### src/source/smc_mac_pkg.sv
/*
  shared definitions for the multiple access block
  widths and vector typedefs for bus data, sizes and counts
  transfer size codes of the internal bus
  one-hot state codes of the memory controller FSM
*/

package smc_mac_pkg;

  // ----------------------------------------
  // widths
  // ----------------------------------------

  localparam int WORD_W  = 32;  // internal bus data
  localparam int BYTE_W  = 8;   // external bus data, byte wide only
  localparam int XSIZE_W = 2;   // transfer size code
  localparam int COUNT_W = 2;   // up to four accesses
  localparam int STATE_W = 5;   // one bit per controller state

  // ----------------------------------------
  // types
  // ----------------------------------------

  typedef logic [WORD_W-1:0]  word_t;          // internal bus word
  typedef logic [BYTE_W-1:0]  byte_t;          // external bus byte
  typedef logic [XSIZE_W-1:0] xfer_size_t;     // size code
  typedef logic [COUNT_W-1:0] access_count_t;  // remaining accesses minus one
  typedef logic [STATE_W-1:0] smc_state_t;     // one-hot state vector

  // ----------------------------------------
  // transfer size codes
  // ----------------------------------------

  // code 3 is reserved and handled like a byte transfer
  localparam xfer_size_t XSIZ_8  = xfer_size_t'(0);  // byte
  localparam xfer_size_t XSIZ_16 = xfer_size_t'(1);  // halfword
  localparam xfer_size_t XSIZ_32 = xfer_size_t'(2);  // word

  // ----------------------------------------
  // controller state codes
  // ----------------------------------------

  localparam smc_state_t SMC_IDLE  = smc_state_t'(1);   // no access running
  localparam smc_state_t SMC_LE    = smc_state_t'(2);   // latch enable phase
  localparam smc_state_t SMC_RW    = smc_state_t'(4);   // read or write strobe
  localparam smc_state_t SMC_STORE = smc_state_t'(8);   // hold between accesses
  localparam smc_state_t SMC_FLOAT = smc_state_t'(16);  // bus turnaround

endpackage

### src/source/smc_access_counter.sv
/*
  access counter of the multiple access block
  transfer size register loaded on valid_access
  load value decode from the transfer size
  count of remaining byte accesses and the last access flag
  valid transfer size for the rest of the controller
*/

module smc_access_counter
(
  input  logic                      sys_clk7,
  input  logic                      n_sys_reset7,   // active low, async
  input  logic                      valid_access,   // address cycle of new transfer
  input  smc_mac_pkg::xfer_size_t   xfer_size,      // valid with valid_access
  input  logic                      smc_done,       // external access ended
  input  smc_mac_pkg::smc_state_t   smc_nextstate,  // controller next state
  output smc_mac_pkg::xfer_size_t   r_xfer_size,    // stored size
  output smc_mac_pkg::access_count_t r_num_access,  // current count
  output smc_mac_pkg::xfer_size_t   v_xfer_size,    // size valid this cycle
  output logic                      mac_done        // last access
);

  smc_mac_pkg::access_count_t num_accesses;  // load value
  logic                       count_en;      // decrement this edge

  // ----------------------------------------
  // transfer size register
  // ----------------------------------------

  always_ff @(posedge sys_clk7 or negedge n_sys_reset7)
  begin
    if (!n_sys_reset7)
    begin
      r_xfer_size <= smc_mac_pkg::XSIZ_8;
    end
    else if (valid_access)
    begin
      r_xfer_size <= xfer_size;  // held until next transfer
    end
  end

  // current size during address cycle, stored one after it
  assign v_xfer_size = valid_access ? xfer_size : r_xfer_size;

  // ----------------------------------------
  // number of accesses
  // ----------------------------------------

  // byte bus so one access per byte of the transfer
  always_comb
  begin
    case (xfer_size)
      smc_mac_pkg::XSIZ_16: num_accesses = smc_mac_pkg::access_count_t'(1);  // two
      smc_mac_pkg::XSIZ_32: num_accesses = smc_mac_pkg::access_count_t'(3);  // four
      default:              num_accesses = smc_mac_pkg::access_count_t'(0);  // one
    endcase
  end

  // ----------------------------------------
  // access counter
  // ----------------------------------------

  // no step when the controller parks in store or idle
  assign count_en = smc_done &&
                    (smc_nextstate != smc_mac_pkg::SMC_STORE) &&
                    (smc_nextstate != smc_mac_pkg::SMC_IDLE);

  always_ff @(posedge sys_clk7 or negedge n_sys_reset7)
  begin
    if (!n_sys_reset7)
    begin
      r_num_access <= '0;
    end
    else if (valid_access)
    begin
      r_num_access <= num_accesses;  // new transfer wins over done
    end
    else if (count_en)
    begin
      // wraps from zero, controller never asks for that
      r_num_access <= r_num_access - smc_mac_pkg::access_count_t'(1);
    end
  end

  // ----------------------------------------
  // last access flag
  // ----------------------------------------

  assign mac_done = (r_num_access == '0);  // high also while idle

endmodule

### src/source/smc_byte_datapath.sv
/*
  byte datapath of the multiple access block
  read store register filled one byte per access, msb first
  read word to the internal bus with replication of small sizes
  write byte steering from the internal word to the external bus
*/

module smc_byte_datapath
(
  input  logic                       sys_clk7,
  input  logic                       n_sys_reset7,  // active low, async
  input  logic                       latch_data,    // data_smc valid this cycle
  input  smc_mac_pkg::xfer_size_t    r_xfer_size,   // stored transfer size
  input  smc_mac_pkg::access_count_t r_num_access,  // selects byte lane
  input  smc_mac_pkg::byte_t         data_smc,      // external read byte
  input  smc_mac_pkg::word_t         write_data,    // internal write word
  output smc_mac_pkg::word_t         read_data,     // word to internal bus
  output smc_mac_pkg::byte_t         smc_data       // external write byte
);

  smc_mac_pkg::word_t r_read_data;  // read store

  // ----------------------------------------
  // read store register
  // ----------------------------------------

  // count 3 starts a word, so lower bytes are cleared there
  // each later access keeps the bytes above its own lane
  always_ff @(posedge sys_clk7 or negedge n_sys_reset7)
  begin
    if (!n_sys_reset7)
    begin
      r_read_data <= '0;
    end
    else if (latch_data)
    begin
      case (r_num_access)
        2'd3:
        begin
          r_read_data <= {data_smc, 24'h0};  // first byte of word
        end
        2'd2:
        begin
          r_read_data <= {r_read_data[31:24], data_smc, 16'h0};
        end
        2'd1:
        begin
          r_read_data <= {r_read_data[31:16], data_smc, 8'h0};  // halfword starts here
        end
        default:
        begin
          r_read_data <= {r_read_data[31:8], data_smc};  // last byte
        end
      endcase
    end
  end

  // ----------------------------------------
  // read data to internal bus
  // ----------------------------------------

  // on the last latch cycle the incoming byte goes straight through
  // so the word is ready without waiting for the store edge
  always_comb
  begin
    case (r_xfer_size)
      smc_mac_pkg::XSIZ_32:
      begin
        if (latch_data)
        begin
          read_data = {r_read_data[31:8], data_smc};
        end
        else
        begin
          read_data = r_read_data;  // full stored word
        end
      end
      smc_mac_pkg::XSIZ_16:
      begin
        if (latch_data)
        begin
          read_data = {2{r_read_data[15:8], data_smc}};  // both halves
        end
        else
        begin
          read_data = {2{r_read_data[15:0]}};
        end
      end
      default:
      begin
        // byte and reserved code
        if (latch_data)
        begin
          read_data = {4{data_smc}};  // all four lanes
        end
        else
        begin
          read_data = {4{r_read_data[7:0]}};
        end
      end
    endcase
  end

  // ----------------------------------------
  // write byte steering
  // ----------------------------------------

  // count runs down so the top byte goes out first
  always_comb
  begin
    case (r_num_access)
      2'd3:    smc_data = write_data[31:24];
      2'd2:    smc_data = write_data[23:16];
      2'd1:    smc_data = write_data[15:8];
      default: smc_data = write_data[7:0];  // single byte or last
    endcase
  end

endmodule

### src/source/smc_mac.sv
/*
  top level of the multiple access block
  access counter and byte datapath joined with plain ports
*/

module smc_mac
(
  input  logic                       sys_clk7,
  input  logic                       n_sys_reset7,   // active low, async
  // from controller and internal bus
  input  logic                       valid_access,   // address cycle strobe
  input  smc_mac_pkg::xfer_size_t    xfer_size,      // valid with valid_access
  input  logic                       smc_done,       // external access ended
  input  smc_mac_pkg::smc_state_t    smc_nextstate,  // one-hot next state
  input  logic                       latch_data,     // read byte valid
  input  smc_mac_pkg::byte_t         data_smc,       // external read byte
  input  smc_mac_pkg::word_t         write_data,     // internal write word
  // to controller and internal bus
  output smc_mac_pkg::access_count_t r_num_access,   // current count
  output logic                       mac_done,       // last access
  output smc_mac_pkg::xfer_size_t    v_xfer_size,    // valid size
  output smc_mac_pkg::word_t         read_data,      // word to internal bus
  output smc_mac_pkg::byte_t         smc_data        // external write byte
);

  smc_mac_pkg::xfer_size_t r_xfer_size;  // stored size for the datapath

  // ----------------------------------------
  // access counter
  // ----------------------------------------

  smc_access_counter u_access_counter
  (
    .sys_clk7      (sys_clk7),
    .n_sys_reset7  (n_sys_reset7),
    .valid_access  (valid_access),
    .xfer_size     (xfer_size),
    .smc_done      (smc_done),
    .smc_nextstate (smc_nextstate),
    .r_xfer_size   (r_xfer_size),
    .r_num_access  (r_num_access),  // also feeds the datapath
    .v_xfer_size   (v_xfer_size),
    .mac_done      (mac_done)
  );

  // ----------------------------------------
  // byte datapath
  // ----------------------------------------

  smc_byte_datapath u_byte_datapath
  (
    .sys_clk7     (sys_clk7),
    .n_sys_reset7 (n_sys_reset7),
    .latch_data   (latch_data),
    .r_xfer_size  (r_xfer_size),
    .r_num_access (r_num_access),
    .data_smc     (data_smc),
    .write_data   (write_data),
    .read_data    (read_data),
    .smc_data     (smc_data)
  );

endmodule

### config.mk
export PLATFORM = sky130hd
export DESIGN_NAME = smc_mac
export DESIGN_NICKNAME = d
export VERILOG_FILES = /design/src/source/smc_mac_pkg.sv /design/src/source/smc_access_counter.sv /design/src/source/smc_byte_datapath.sv /design/src/source/smc_mac.sv
export SDC_FILE = /design/constraint.sdc
export NUM_CORES = 1
export LEC_CHECK = 0
export ABC_AREA = 1
export BUFFER_PORTS_ARGS = -buffer_cell sky130_fd_sc_hd__buf_2
export CAP_MARGIN = 5
export CORE_ASPECT_RATIO = 1.25
export CORE_MARGIN = 3
export CORE_UTILIZATION = 40
export DETAILED_ROUTE_END_ITERATION = 8
export PLACE_DENSITY = 0.73
export SLEW_MARGIN = 40
export SYNTH_ARGS = -nofsm -noshare
export SYNTH_HDL_FRONTEND = slang
export SYNTH_SLANG_ARGS = --single-unit
### constraint.sdc
create_clock -name sys_clk7 -period 2.3 [get_ports sys_clk7]
set_input_delay 0.46 -clock sys_clk7 [delete_from_list [all_inputs] [get_ports sys_clk7]]
set_output_delay 0.46 -clock sys_clk7 [all_outputs]
set_load 0.01 [all_outputs]
==> results.json, run 1 <==
{
  "drt_iter0_drc": 135,
  "die_x_um": 72.3,
  "cts_max_level": 2,
  "synth_largest_area_cell": "dfrtp_1",
  "grt_setup_unrepaired": "yes",
  "drive_above_1_share_pct": 31.6,
  "grt_pass1_wl_um": 10800,
  "io_buffers": 96,
  "cts_root_buf": "clkbuf_8",
  "max_freq_mhz": 443,
  "cpPeakStageDelay_ns": 0.35,
  "drt-total-wl_um": 6580,
  "power_frac_comb_pct": 41.9,
  "setup_violations": 0,
  "clk_pin_slew_worst_paths_ns": 0.07,
  "hold_buffers": 0,
  "postCtsSetupBuffers": 0,
  "dp_hpwl_um": 5090,
  "start_util_pct": 42.3,
  "cts_buffers": 5,
  "internal_power_mw": 1.38,
  "pre_cts_ws_ns": 0.0898,
  "cp_data_arrival_time_ns": 1.80,
  "min_path_type": "in2async",
  "ant_nets": 0,
  "grt_max_degree": 37,
  "p_switching_mw": 0.876,
  "antenna_found_initial": 0,
  "clk-insertion-delay-late_ns": 0.29,
  "maxCapViolCount": 0,
  "syn_area_um2": 2200,
  "wl_per_cell_um": 14.5,
  "cp-end-kind": "primary output",
  "grtUsageTotal_pct": 21.6,
  "crit_type": "reg2out",
  "dpl-instance-area_um2": 2720,
  "seq_power_share_pct": 37.5,
  "drc": 0,
  "critPathMaxFanout": 10,
  "crit_required_ns": 1.84,
  "finalCriticalPeriod_ns": 2.26,
  "leakage_nw": 1.54,
  "synth_top_area_share_pct": 41.0,
  "seq_area_frac_synth_pct": 41.0,
  "die_area_um2": 6420,
  "design_area_um2": 2840,
  "yosys-top-cells-area": "dfrtp_1 41%, nand2_1 11%, inv_1 10%",
  "powerDensity_nw_per_um2": 794,
  "core_area_um2": 5190,
  "synthCells": 296,
  "setup_ws_ns": 0.0437,
  "synth_fp_nets": 355,
  "clockPowerShare_pct": 20.6,
  "yosysWarnings": 0,
  "irDropWorstVdd_uv": 383,
  "status": "completed",
  "synth.ff_latch_count": 36,
  "fin_crit_sh_pct": 98.1,
  "hold_viol": 0,
  "grt_pass1_vias": 2410,
  "tritoncts": "yes",
  "ys_types": 24,
  "relSlewSlack_pct": 62.1,
  "via_per_inst": 5.20,
  "detail_route.first_pass.iterations": 4,
  "slowest_stage": "dfrtp_1",
  "gr-total-overflow": 0,
  "crit_chain": "inv_1, ha_1, inv_2, nand2_4, buf_6, o211ai_1, buf_2",
  "clock_path_buffers": 2,
  "fin_nets": 450,
  "postLayoutCoreUtil_pct": 54.8,
  "num_vias": 2359,
  "slew_violations": 0,
  "clock_sinks": 36,
  "num_rows": 29,
  "io_pins": 97,
  "startpoint_type": "flip-flop",
  "synth.avg_cell_area_um2": 7.42,
  "worst_pin_slew_ns": 0.567,
  "gp_congestion": 0.874,
  "fin_skew_ns": 0.00863,
  "switching_share_pct": 38.8,
  "diodes": 0,
  "fp.dieH_um": 88.8,
  "syn2layout_area_growth_pct": 29.5
}
## through the flow
step                      std cells  hold WS, ns  power [mW]  setup TNS, ns
final                           454        0.123        2.26              0
after global routing            454        0.146        2.42        -0.0594
after CTS                       454        0.283        2.25              0
after detailed placement        446        0.515        1.78              0
after global placement          446        0.512        1.76              0
after floorplan                 296        0.164        1.42              0
## synth_stat cells
master,count
nand2_1,67
inv_1,59
dfrtp_1,36
o21ai_0,21
nor2_1,20
o22ai_1,16
nand3_1,10
buf_2,9
a21oi_1,8
a31oi_1,8
o31ai_1,8
ha_1,7
o221ai_1,6
buf_4,3
o21ai_1,3
inv_2,2
nand3_2,2
nor2_2,2
o211ai_1,2
o21a_1,2
o21ai_2,2
buf_1,1
buf_6,1
nor3_4,1
## path summary, 6_finish.rpt
kind	from	to	slack, ns	depth (start not counted)
worst max-delay path	u_access_counter.r_xfer_size[0]	read_data[25]	0.04	7
worst min-delay path	n_sys_reset7	u_byte_datapath.r_read_data[24]	0.12	1
worst max register to register	u_access_counter.r_num_access[0]	u_byte_datapath.r_read_data[21]	0.44	6
worst min register to register	u_byte_datapath.r_read_data[23]	u_byte_datapath.r_read_data[23]	0.53	2
max in group asynchronous	n_sys_reset7	u_byte_datapath.r_read_data[20]	1.85	1
min in group sys_clk7	xfer_size[0]	u_access_counter.r_xfer_size[0]	0.43	3
## sequential cells by signal (all words and copies together) (netlist names)
| name | cells |
|---|---|
| u_access_counter.r_xfer_size | 2 |
| u_byte_datapath.r_read_data | 32 |
| u_access_counter.r_num_access | 2 |
## cells by family after synthesis
| kind of cell | synth area share [%] |
|---|---|
| AND/OR/NAND/NOR | 19.4 |
| AO/OA/AOI/OAI | 21.4 |
| buffers and inverters | 14.2 |
| flip-flops | 41.0 |
| adder cells (fa/ha/maj) | 3.99 |
## area by class of cell
cell class | count | area (µm²)
repair buffers | 102 | 532
clock buffers | 8 | 90.1
fillers | 485 | 2350
flip-flops and latches | 36 | 901
well taps | 62 | 77.6
multi-input cells | 185 | 1010
inverters | 61 | 231
## worst max-delay path, delay by kind of cell, from the launching register on
family / cells / cell delay [ns]
buffers and inverters: 4 / 0.50
DFF: 1 / 0.35
adders and majority gates: 1 / 0.32
AOI/OAI and AO/OA: 1 / 0.24
and+or+nand+nor: 1 / 0.09
## placed cells by master (no fill, tap or decap), drive strengths merged, types with 2 or more instances in the layout
master	synthesis	layout
buf	14	102
nand2	67	67
inv	61	61
dfrtp	36	36
o21ai	26	26
nor2	22	22
o22ai	16	16
nand3	12	12
a21oi	8	8
a31oi	8	8
o31ai	8	8
clkbuf	0	8
ha	7	7
o221ai	6	6
o21a	2	2
o211ai	2	2
## layer usage
metal / share of wire [%] / track usage, %
met5: 0 / 0
met4: 1.6 / 6.84
met3: 8.6 / 4.77
met2: 49 / 39.6
met1: 40 / 24.7
## repair_timing
| action | in CTS | in global routing |
|---|---|---|
| setup endpoints to repair | 10 | 20 |
| gates resized for setup | 4 | 7 |
| pin swaps | 0 | 1 |
## power by group through the flow
stage                     Sequential [mW]  Combinational [mW]  Clock [mW]
final                               0.848               0.946       0.464
after detailed placement            0.858               0.919           0
after global placement              0.851               0.907           0
after global routing                0.863                1.06       0.494
after CTS                           0.847               0.934       0.472
after floorplan                     0.845               0.578           0
No activity file was read; power rests on OpenSTA's default activity.
==> run 2, diff against run 1 <==
PLACE_DENSITY = 0.74   (was 0.73)
SYNTH_HIERARCHICAL = 1   (was default)
==> run 2 against run 1 <==
First-iteration DRC count up 32%. Via count increased by 0.59%. Count of clock-buffer cells in the layout did not move. Clock skew fell by 0.0039 ns. Synthesized area is 3.4% lower. Global-route usage shrank 1.6 points. Design area down 2.4%. Largest power group is now registers. Sequential cell count unchanged.
==> results.json, run 2 <==
{
  "met1_length_um": 2530,
  "yosysMostFrequentCell": "nand2_1",
  "drc": 0,
  "die_x_um": 71.1,
  "slew_violations": 0,
  "io_buffers": 96,
  "wl_per_cell_um": 13.2,
  "core_area_um2": 5120,
  "drt_iter0_drc": 178,
  "synth_top_flop_cell": "dfrtp_1",
  "powerDensity_nw_per_um2": 780,
  "hold_viol": 0,
  "leakage_nw": 1.57,
  "num_rows": 29,
  "ant_nets": 0,
  "die_area_um2": 6220,
  "yosys-top-cells-area": "dfrtp_1 42%, nand2_1 21%, nand3_1 14%",
  "synthTopCellsByCount": "116 x nand2_1, 58 x nand3_1, 36 x dfrtp_1",
  "finalCriticalPeriod_ns": 2.17,
  "detail_route.first_pass.iterations": 5,
  "clock_path_buffers": 2,
  "setup_violations": 0,
  "gp_congestion": 0.840,
  "startpoint_type": "flip-flop",
  "antenna_found_initial": 0,
  "crit_chain": "inv_1, ha_2, clkinv_2, buf_4, nand3_1, nand3_1, buf_2",
  "fin_crit_sh_pct": 94.5,
  "cp_data_arrival_time_ns": 1.71,
  "fin_skew_ns": 0.00471,
  "start_util_pct": 41.5,
  "gr-total-overflow": 0,
  "io_pins": 97,
  "ys_types": 19,
  "grt_pass1_wl_um": 9920,
  "max_freq_mhz": 460,
  "via_per_inst": 5.14,
  "critPathMaxFanout": 10,
  "nFillCells": 494,
  "yosysWarnings": 6,
  "hold_buffers": 0,
  "synth_top_area_share_pct": 42.5,
  "crit_top_cell": "nand3_1",
  "diodes": 0,
  "drt-total-wl_um": 6090,
  "regMostFlops": "u_byte_datapath/r_read_data",
  "clk_pin_slew_worst_paths_ns": 0.07,
  "synth_edf_count": 0,
  "grt_max_degree": 37,
  "setup_tns_ns": 0,
  "cpPeakStageDelay_ns": 0.37,
  "status": "completed",
  "clock_sinks": 36,
  "maxCapViolCount": 0,
  "grt_setup_unrepaired": "no",
  "fp.dieH_um": 87.4,
  "num_vias": 2373,
  "top_regs": "u_byte_datapath/r_read_data (32), u_access_counter/r_num_access (2), u_access_counter/r_xfer_size (2)",
  "synthCells": 302,
  "cp-end-kind": "primary output",
  "largest_register_ffs": 32,
  "syn2layout_area_growth_pct": 30.8,
  "layout_common_cells": "115 x nand2_1, 95 x buf_2, 58 x nand3_1",
  "top_layer_used": "met4",
  "clk-insertion-delay-late_ns": 0.28,
  "fin_nets": 455,
  "relSlewSlack_pct": 53.7,
  "cts_root_buf": "clkbuf_8",
  "synth.ff_latch_count": 36,
  "wl_met2_um": 3110,
  "crit_type": "reg2out",
  "syn_area_um2": 2120,
  "report.power.total_mw": 2.16,
  "cts_max_level": 2,
  "synth_fp_nets": 358,
  "fin_hold_ws_ns": 0.122,
  "tritoncts": "yes",
  "drive_above_1_share_pct": 30.3,
  "seq_area_frac_synth_pct": 42.5,
  "dr_wl_met3_um": 405,
  "cts_buffers": 5,
  "stdcell_count": 462,
  "synth.avg_cell_area_um2": 7.03,
  "crit_required_ns": 1.84,
  "grt_pass1_vias": 2170,
  "synthArstFlopShare_pct": 100,
  "min_path_type": "in2async",
  "synth_largest_area_cell": "dfrtp_1",
  "worst_pin_slew_ns": 0.695,
  "final_common_cell": "nand2_1",
  "irDropWorstVdd_uv": 344,
  "dp_cells": 452,
  "slowest_stage": "dfrtp_1",
  "dp_hpwl_um": 4550,
  "grtUsageTotal_pct": 20.0
}
[run 2: cell count changes after synthesis, sizes merged, moves of 3 or more]
cell,change
o221ai,-6
nor2,-17
o21ai,+9
o22ai,-16
o31ai,-8
inv,-46
a31oi,-8
nand4,+8
nand2,+51
ha,-3
nand3,+46
[run 2: metal layers]
layer / global-route usage (%) / vias to the layer above
met5: 0 / -
met4: 6.32 / 0
met3: 4.16 / 4
met2: 34.0 / 88
met1: 25.2 / 1082
li1: - / 1199
[run 2: final cells by class]
class / count / area (µm²) / area share [%]
Multi-Input combinational cell: 236 / 1090 / 39.3
Sequential cell: 36 / 901 / 32.5
Timing Repair Buffer: 104 / 556 / 20.0
Clock buffer: 8 / 90.1 / 3.25
Tap cell: 62 / 77.6 / 2.80
Inverter: 16 / 61.3 / 2.21
[run 2: cell families after synthesis]
logic type / share of synthesized area [%]
buf+inv: 6.43
compound gates: 10.1
simple gates: 38.6
fa+ha+maj: 2.36
flops: 42.5
[run 2: worst max-delay path: cells and delay by family (launching register included)]
kind / cells / cell delay (ns)
flip-flops: 1 / 0.37
buffers and inverters: 4 / 0.54
AND/OR/NAND/NOR: 2 / 0.17
adder cells (fa/ha/maj): 1 / 0.36
[run 2: final timing paths]
kind / cells past startpoint / start / slack [ns] / to
hold reg to reg: 2 / u_byte_datapath/r_read_data[17] / 0.49 / u_byte_datapath/r_read_data[17]
min in group sys_clk7: 3 / data_smc[0] / 0.42 / u_byte_datapath/r_read_data[8]
max in group asynchronous: 1 / n_sys_reset7 / 1.86 / u_byte_datapath/r_read_data[10]
setup reg to reg: 4 / u_access_counter/r_num_access[0] / 0.43 / u_byte_datapath/r_read_data[10]
setup / recovery: 7 / u_access_counter/r_xfer_size[0] / 0.13 / read_data[26]
hold / removal: 1 / n_sys_reset7 / 0.12 / u_byte_datapath/r_read_data[24]
[run 2: power by group]
part | internal [mW] | total, mW | switching [mW]
clock | 0.244 | 0.452 | 0.208
combinational | 0.305 | 0.793 | 0.488
sequential | 0.806 | 0.920 | 0.114
[run 2: through the flow]
stage | util, % | setup slack (ns) | area [µm²]
floorplan | - | 0.496 | 2120
global placement | 52.0 | 0.292 | 2660
detailed placement | 52.0 | 0.199 | 2660
CTS | 53.9 | 0.0435 | 2760
global route | 54.2 | 0.000570 | 2780
finish | 54.2 | 0.126 | 2780
[run 2: what timing repair did]
action / CTS / global route
setup endpoints to repair: 11 / 15
gates resized for setup: 2 / 1
pin swaps: 0 / 1
setup buffers: 0 / 2
==> run 3, diff against run 2 <==
ABC_AREA = default   (was 1)
CORE_UTILIZATION = 25   (was 40)
PLACE_DENSITY = 0.52   (was 0.74)
==> run 3 against run 2 <==
Setup slack better by 0.011 ns. Maximum frequency is 0.49% higher. Cell count is 16% lower. Critical endpoint is now read_data[19]. Synthesized cell count is 39% lower. Sequential share of layout area is 1.4 points lower. Count of clock-buffer cells in the layout stayed put. Worst hold slack better by 0.0030 ns. Global-route usage is 6.2 points lower. Clock power is 2% higher.
==> results.json, run 3 <==
{
  "leakage_nw": 1.48,
  "crit_required_ns": 1.84,
  "final_common_cell": "buf_2",
  "relSlewSlack_pct": 65.7,
  "detail_route.first_pass.iterations": 4,
  "min_path_type": "in2async",
  "ant_nets": 0,
  "fin_nets": 347,
  "io_pins": 97,
  "tritoncts": "yes",
  "design_area_um2": 2900,
  "setup_violations": 0,
  "cp-end-kind": "primary output",
  "regMostFlops": "u_byte_datapath/r_read_data",
  "met1_usage_pct": 17.2,
  "yosysWarnings": 6,
  "seq_power_share_pct": 40.4,
  "yosys-top-cells-area": "dfrtp_1 42%, mux4_1 9.8%, mux2_2 8.4%",
  "finalCriticalPeriod_ns": 2.16,
  "fin_hold_ws_ns": 0.125,
  "pre_cts_ws_ns": 0.220,
  "cts_max_level": 2,
  "grt_max_degree": 37,
  "io_buffers": 96,
  "num_vias": 1929,
  "synthTopCellsByCount": "36 x dfrtp_1, 22 x inv_1, 16 x mux2_2",
  "antenna_found_initial": 0,
  "die_x_um": 89.1,
  "setup_ws_ns": 0.136,
  "syn2layout_area_growth_pct": 34.5,
  "core_area_um2": 8330,
  "largest_register_ffs": 32,
  "fp.dieH_um": 110,
  "via_per_inst": 4.96,
  "power_frac_comb_pct": 37.8,
  "yosysMostFrequentCell": "dfrtp_1",
  "clockPowerShare_pct": 21.9,
  "crit_type": "reg2out",
  "startpoint_type": "flip-flop",
  "grt_util_met2_pct": 24.4,
  "switching_share_pct": 33.6,
  "r2r_cells": 5,
  "grt_pass1_wl_um": 10200,
  "start_util_pct": 25.9,
  "irDropWorstVdd_uv": 235,
  "synth.avg_cell_area_um2": 11.7,
  "ff2ff_setup_slack_ns": 0.69,
  "clock_sinks": 36,
  "diodes": 0,
  "synthCells": 185,
  "post_cts_resized": 1,
  "die_area_um2": 9780,
  "slew_violations": 0,
  "met3_usage_pct": 3.22,
  "hold_viol": 0,
  "wl_per_cell_um": 16.7,
  "grt_setup_unrepaired": "no",
  "synth_largest_area_cell": "dfrtp_1",
  "layout_common_cells": "95 x buf_2, 36 x dfrtp_1, 22 x inv_1",
  "fin_skew_ns": 0.00181,
  "synth_fp_nets": 241,
  "status": "completed",
  "clk_pin_slew_worst_paths_ns": 0.07,
  "maxCapViolCount": 0,
  "synthArstFlopShare_pct": 100,
  "setup_tns_ns": 0,
  "max_freq_mhz": 462,
  "report.power.total_mw": 2.11,
  "critPathMaxFanout": 8,
  "dpl-instance-area_um2": 2790,
  "p_switching_mw": 0.708,
  "cts_buffers": 5,
  "busiest_layer": "met2",
  "dp_hpwl_um": 4970,
  "top_regs": "u_byte_datapath/r_read_data (32), u_access_counter/r_num_access (2), u_access_counter/r_xfer_size (2)",
  "postCtsSetupBuffers": 0,
  "clk-insertion-delay-late_ns": 0.28,
  "gr-total-overflow": 0,
  "syn_area_um2": 2160,
  "r2r-start": "u_access_counter/r_num_access[1]",
  "drt_iter0_drc": 106,
  "hold_buffers": 0,
  "internal_power_mw": 1.40,
  "synth_top_flop_cell": "dfrtp_1",
  "drt-total-wl_um": 6510,
  "r2r-end": "u_access_counter/r_num_access[1]",
  "drc": 0,
  "synth_edf_count": 0,
  "clock_path_buffers": 2,
  "fin_crit_sh_pct": 94.1,
  "cts_root_buf": "clkbuf_8",
  "cp_data_arrival_time_ns": 1.70,
  "drive_above_1_share_pct": 47.9,
  "grtUsageTotal_pct": 13.8,
  "grt_pass1_vias": 1990,
  "synth_top_area_share_pct": 41.8,
  "num_rows": 37,
  "powerDensity_nw_per_um2": 728,
  "synth.ff_latch_count": 36,
  "worst_pin_slew_ns": 0.500,
  "seq_area_frac_synth_pct": 41.8,
  "gp_congestion": 0.736,
  "ys_types": 35
}
run 3: cell count changes after synthesis, moves of 9 or more:
cell,delta
inv_1,+10
nor2b_1,+10
o21ai_0,-34
nand2_1,-116
mux2_2,+16
a22o_1,+9
nand3_1,-57
run 3: cells by family after synthesis:
family	share of synthesized area, %
AOI/OAI and AO/OA	16.9
and+or+nand+nor	8.01
muxes	22.9
DFF	41.8
buffers and inverters	7.66
xor gates and xnor gates	0.406
adders and majority gates	2.32
run 3: layer usage:
layer  up-vias  share of wire [%]
met1       956                 39
met4         0               0.64
met5         -                  0
li1        909                  -
met3         4                6.2
met2        60                 54
run 3: stage by stage:
step / cells / utilization [%]
CTS: 389 / 34.6
finish: 389 / 34.8
global placement: 381 / 33.4
detailed placement: 381 / 33.5
floorplan: 185 / -
global route: 389 / 34.8
run 3: worst max path at each step:
stage	endpoint	slack, ns	cells past startpoint	start
after global placement	read_data[31]	0.27	4	latch_data
after global routing	read_data[20]	0.005	7	u_access_counter/r_xfer_size[0]
final	read_data[19]	0.14	7	u_access_counter/r_xfer_size[0]
after CTS	read_data[21]	0.007	7	u_access_counter/r_xfer_size[0]
after detailed placement	read_data[31]	0.22	4	latch_data
after floorplan	read_data[29]	0.45	6	u_access_counter/r_xfer_size[0]
run 3: layout make-up:
type	instances	area (µm²)
multi-input combinational	115	1110
timing repair buffer	110	592
clock buffer	8	90.1
sequential	36	901
inverter	23	87.6
fill	888	5430
tap	97	121
run 3: critical path, stage by stage, from the launching register on:
cell	delay, ns
dfrtp_1	0.40
inv_1	0.10
ha_4	0.14
buf_4	0.16
nor2b_1	0.18
buf_4	0.17
o2bb2ai_1	0.11
buf_2	0.15
run 3: power by group through the flow:
stage / logic (mW) / registers (mW) / clock network, mW
2_1_floorplan: 0.486 / 0.832 / 0
3_3_place_gp: 0.787 / 0.857 / 0
3_5_place_dp: 0.799 / 0.862 / 0
4_1_cts: 0.803 / 0.850 / 0.482
5_1_grt: 0.885 / 0.871 / 0.513
6_report: 0.797 / 0.852 / 0.461
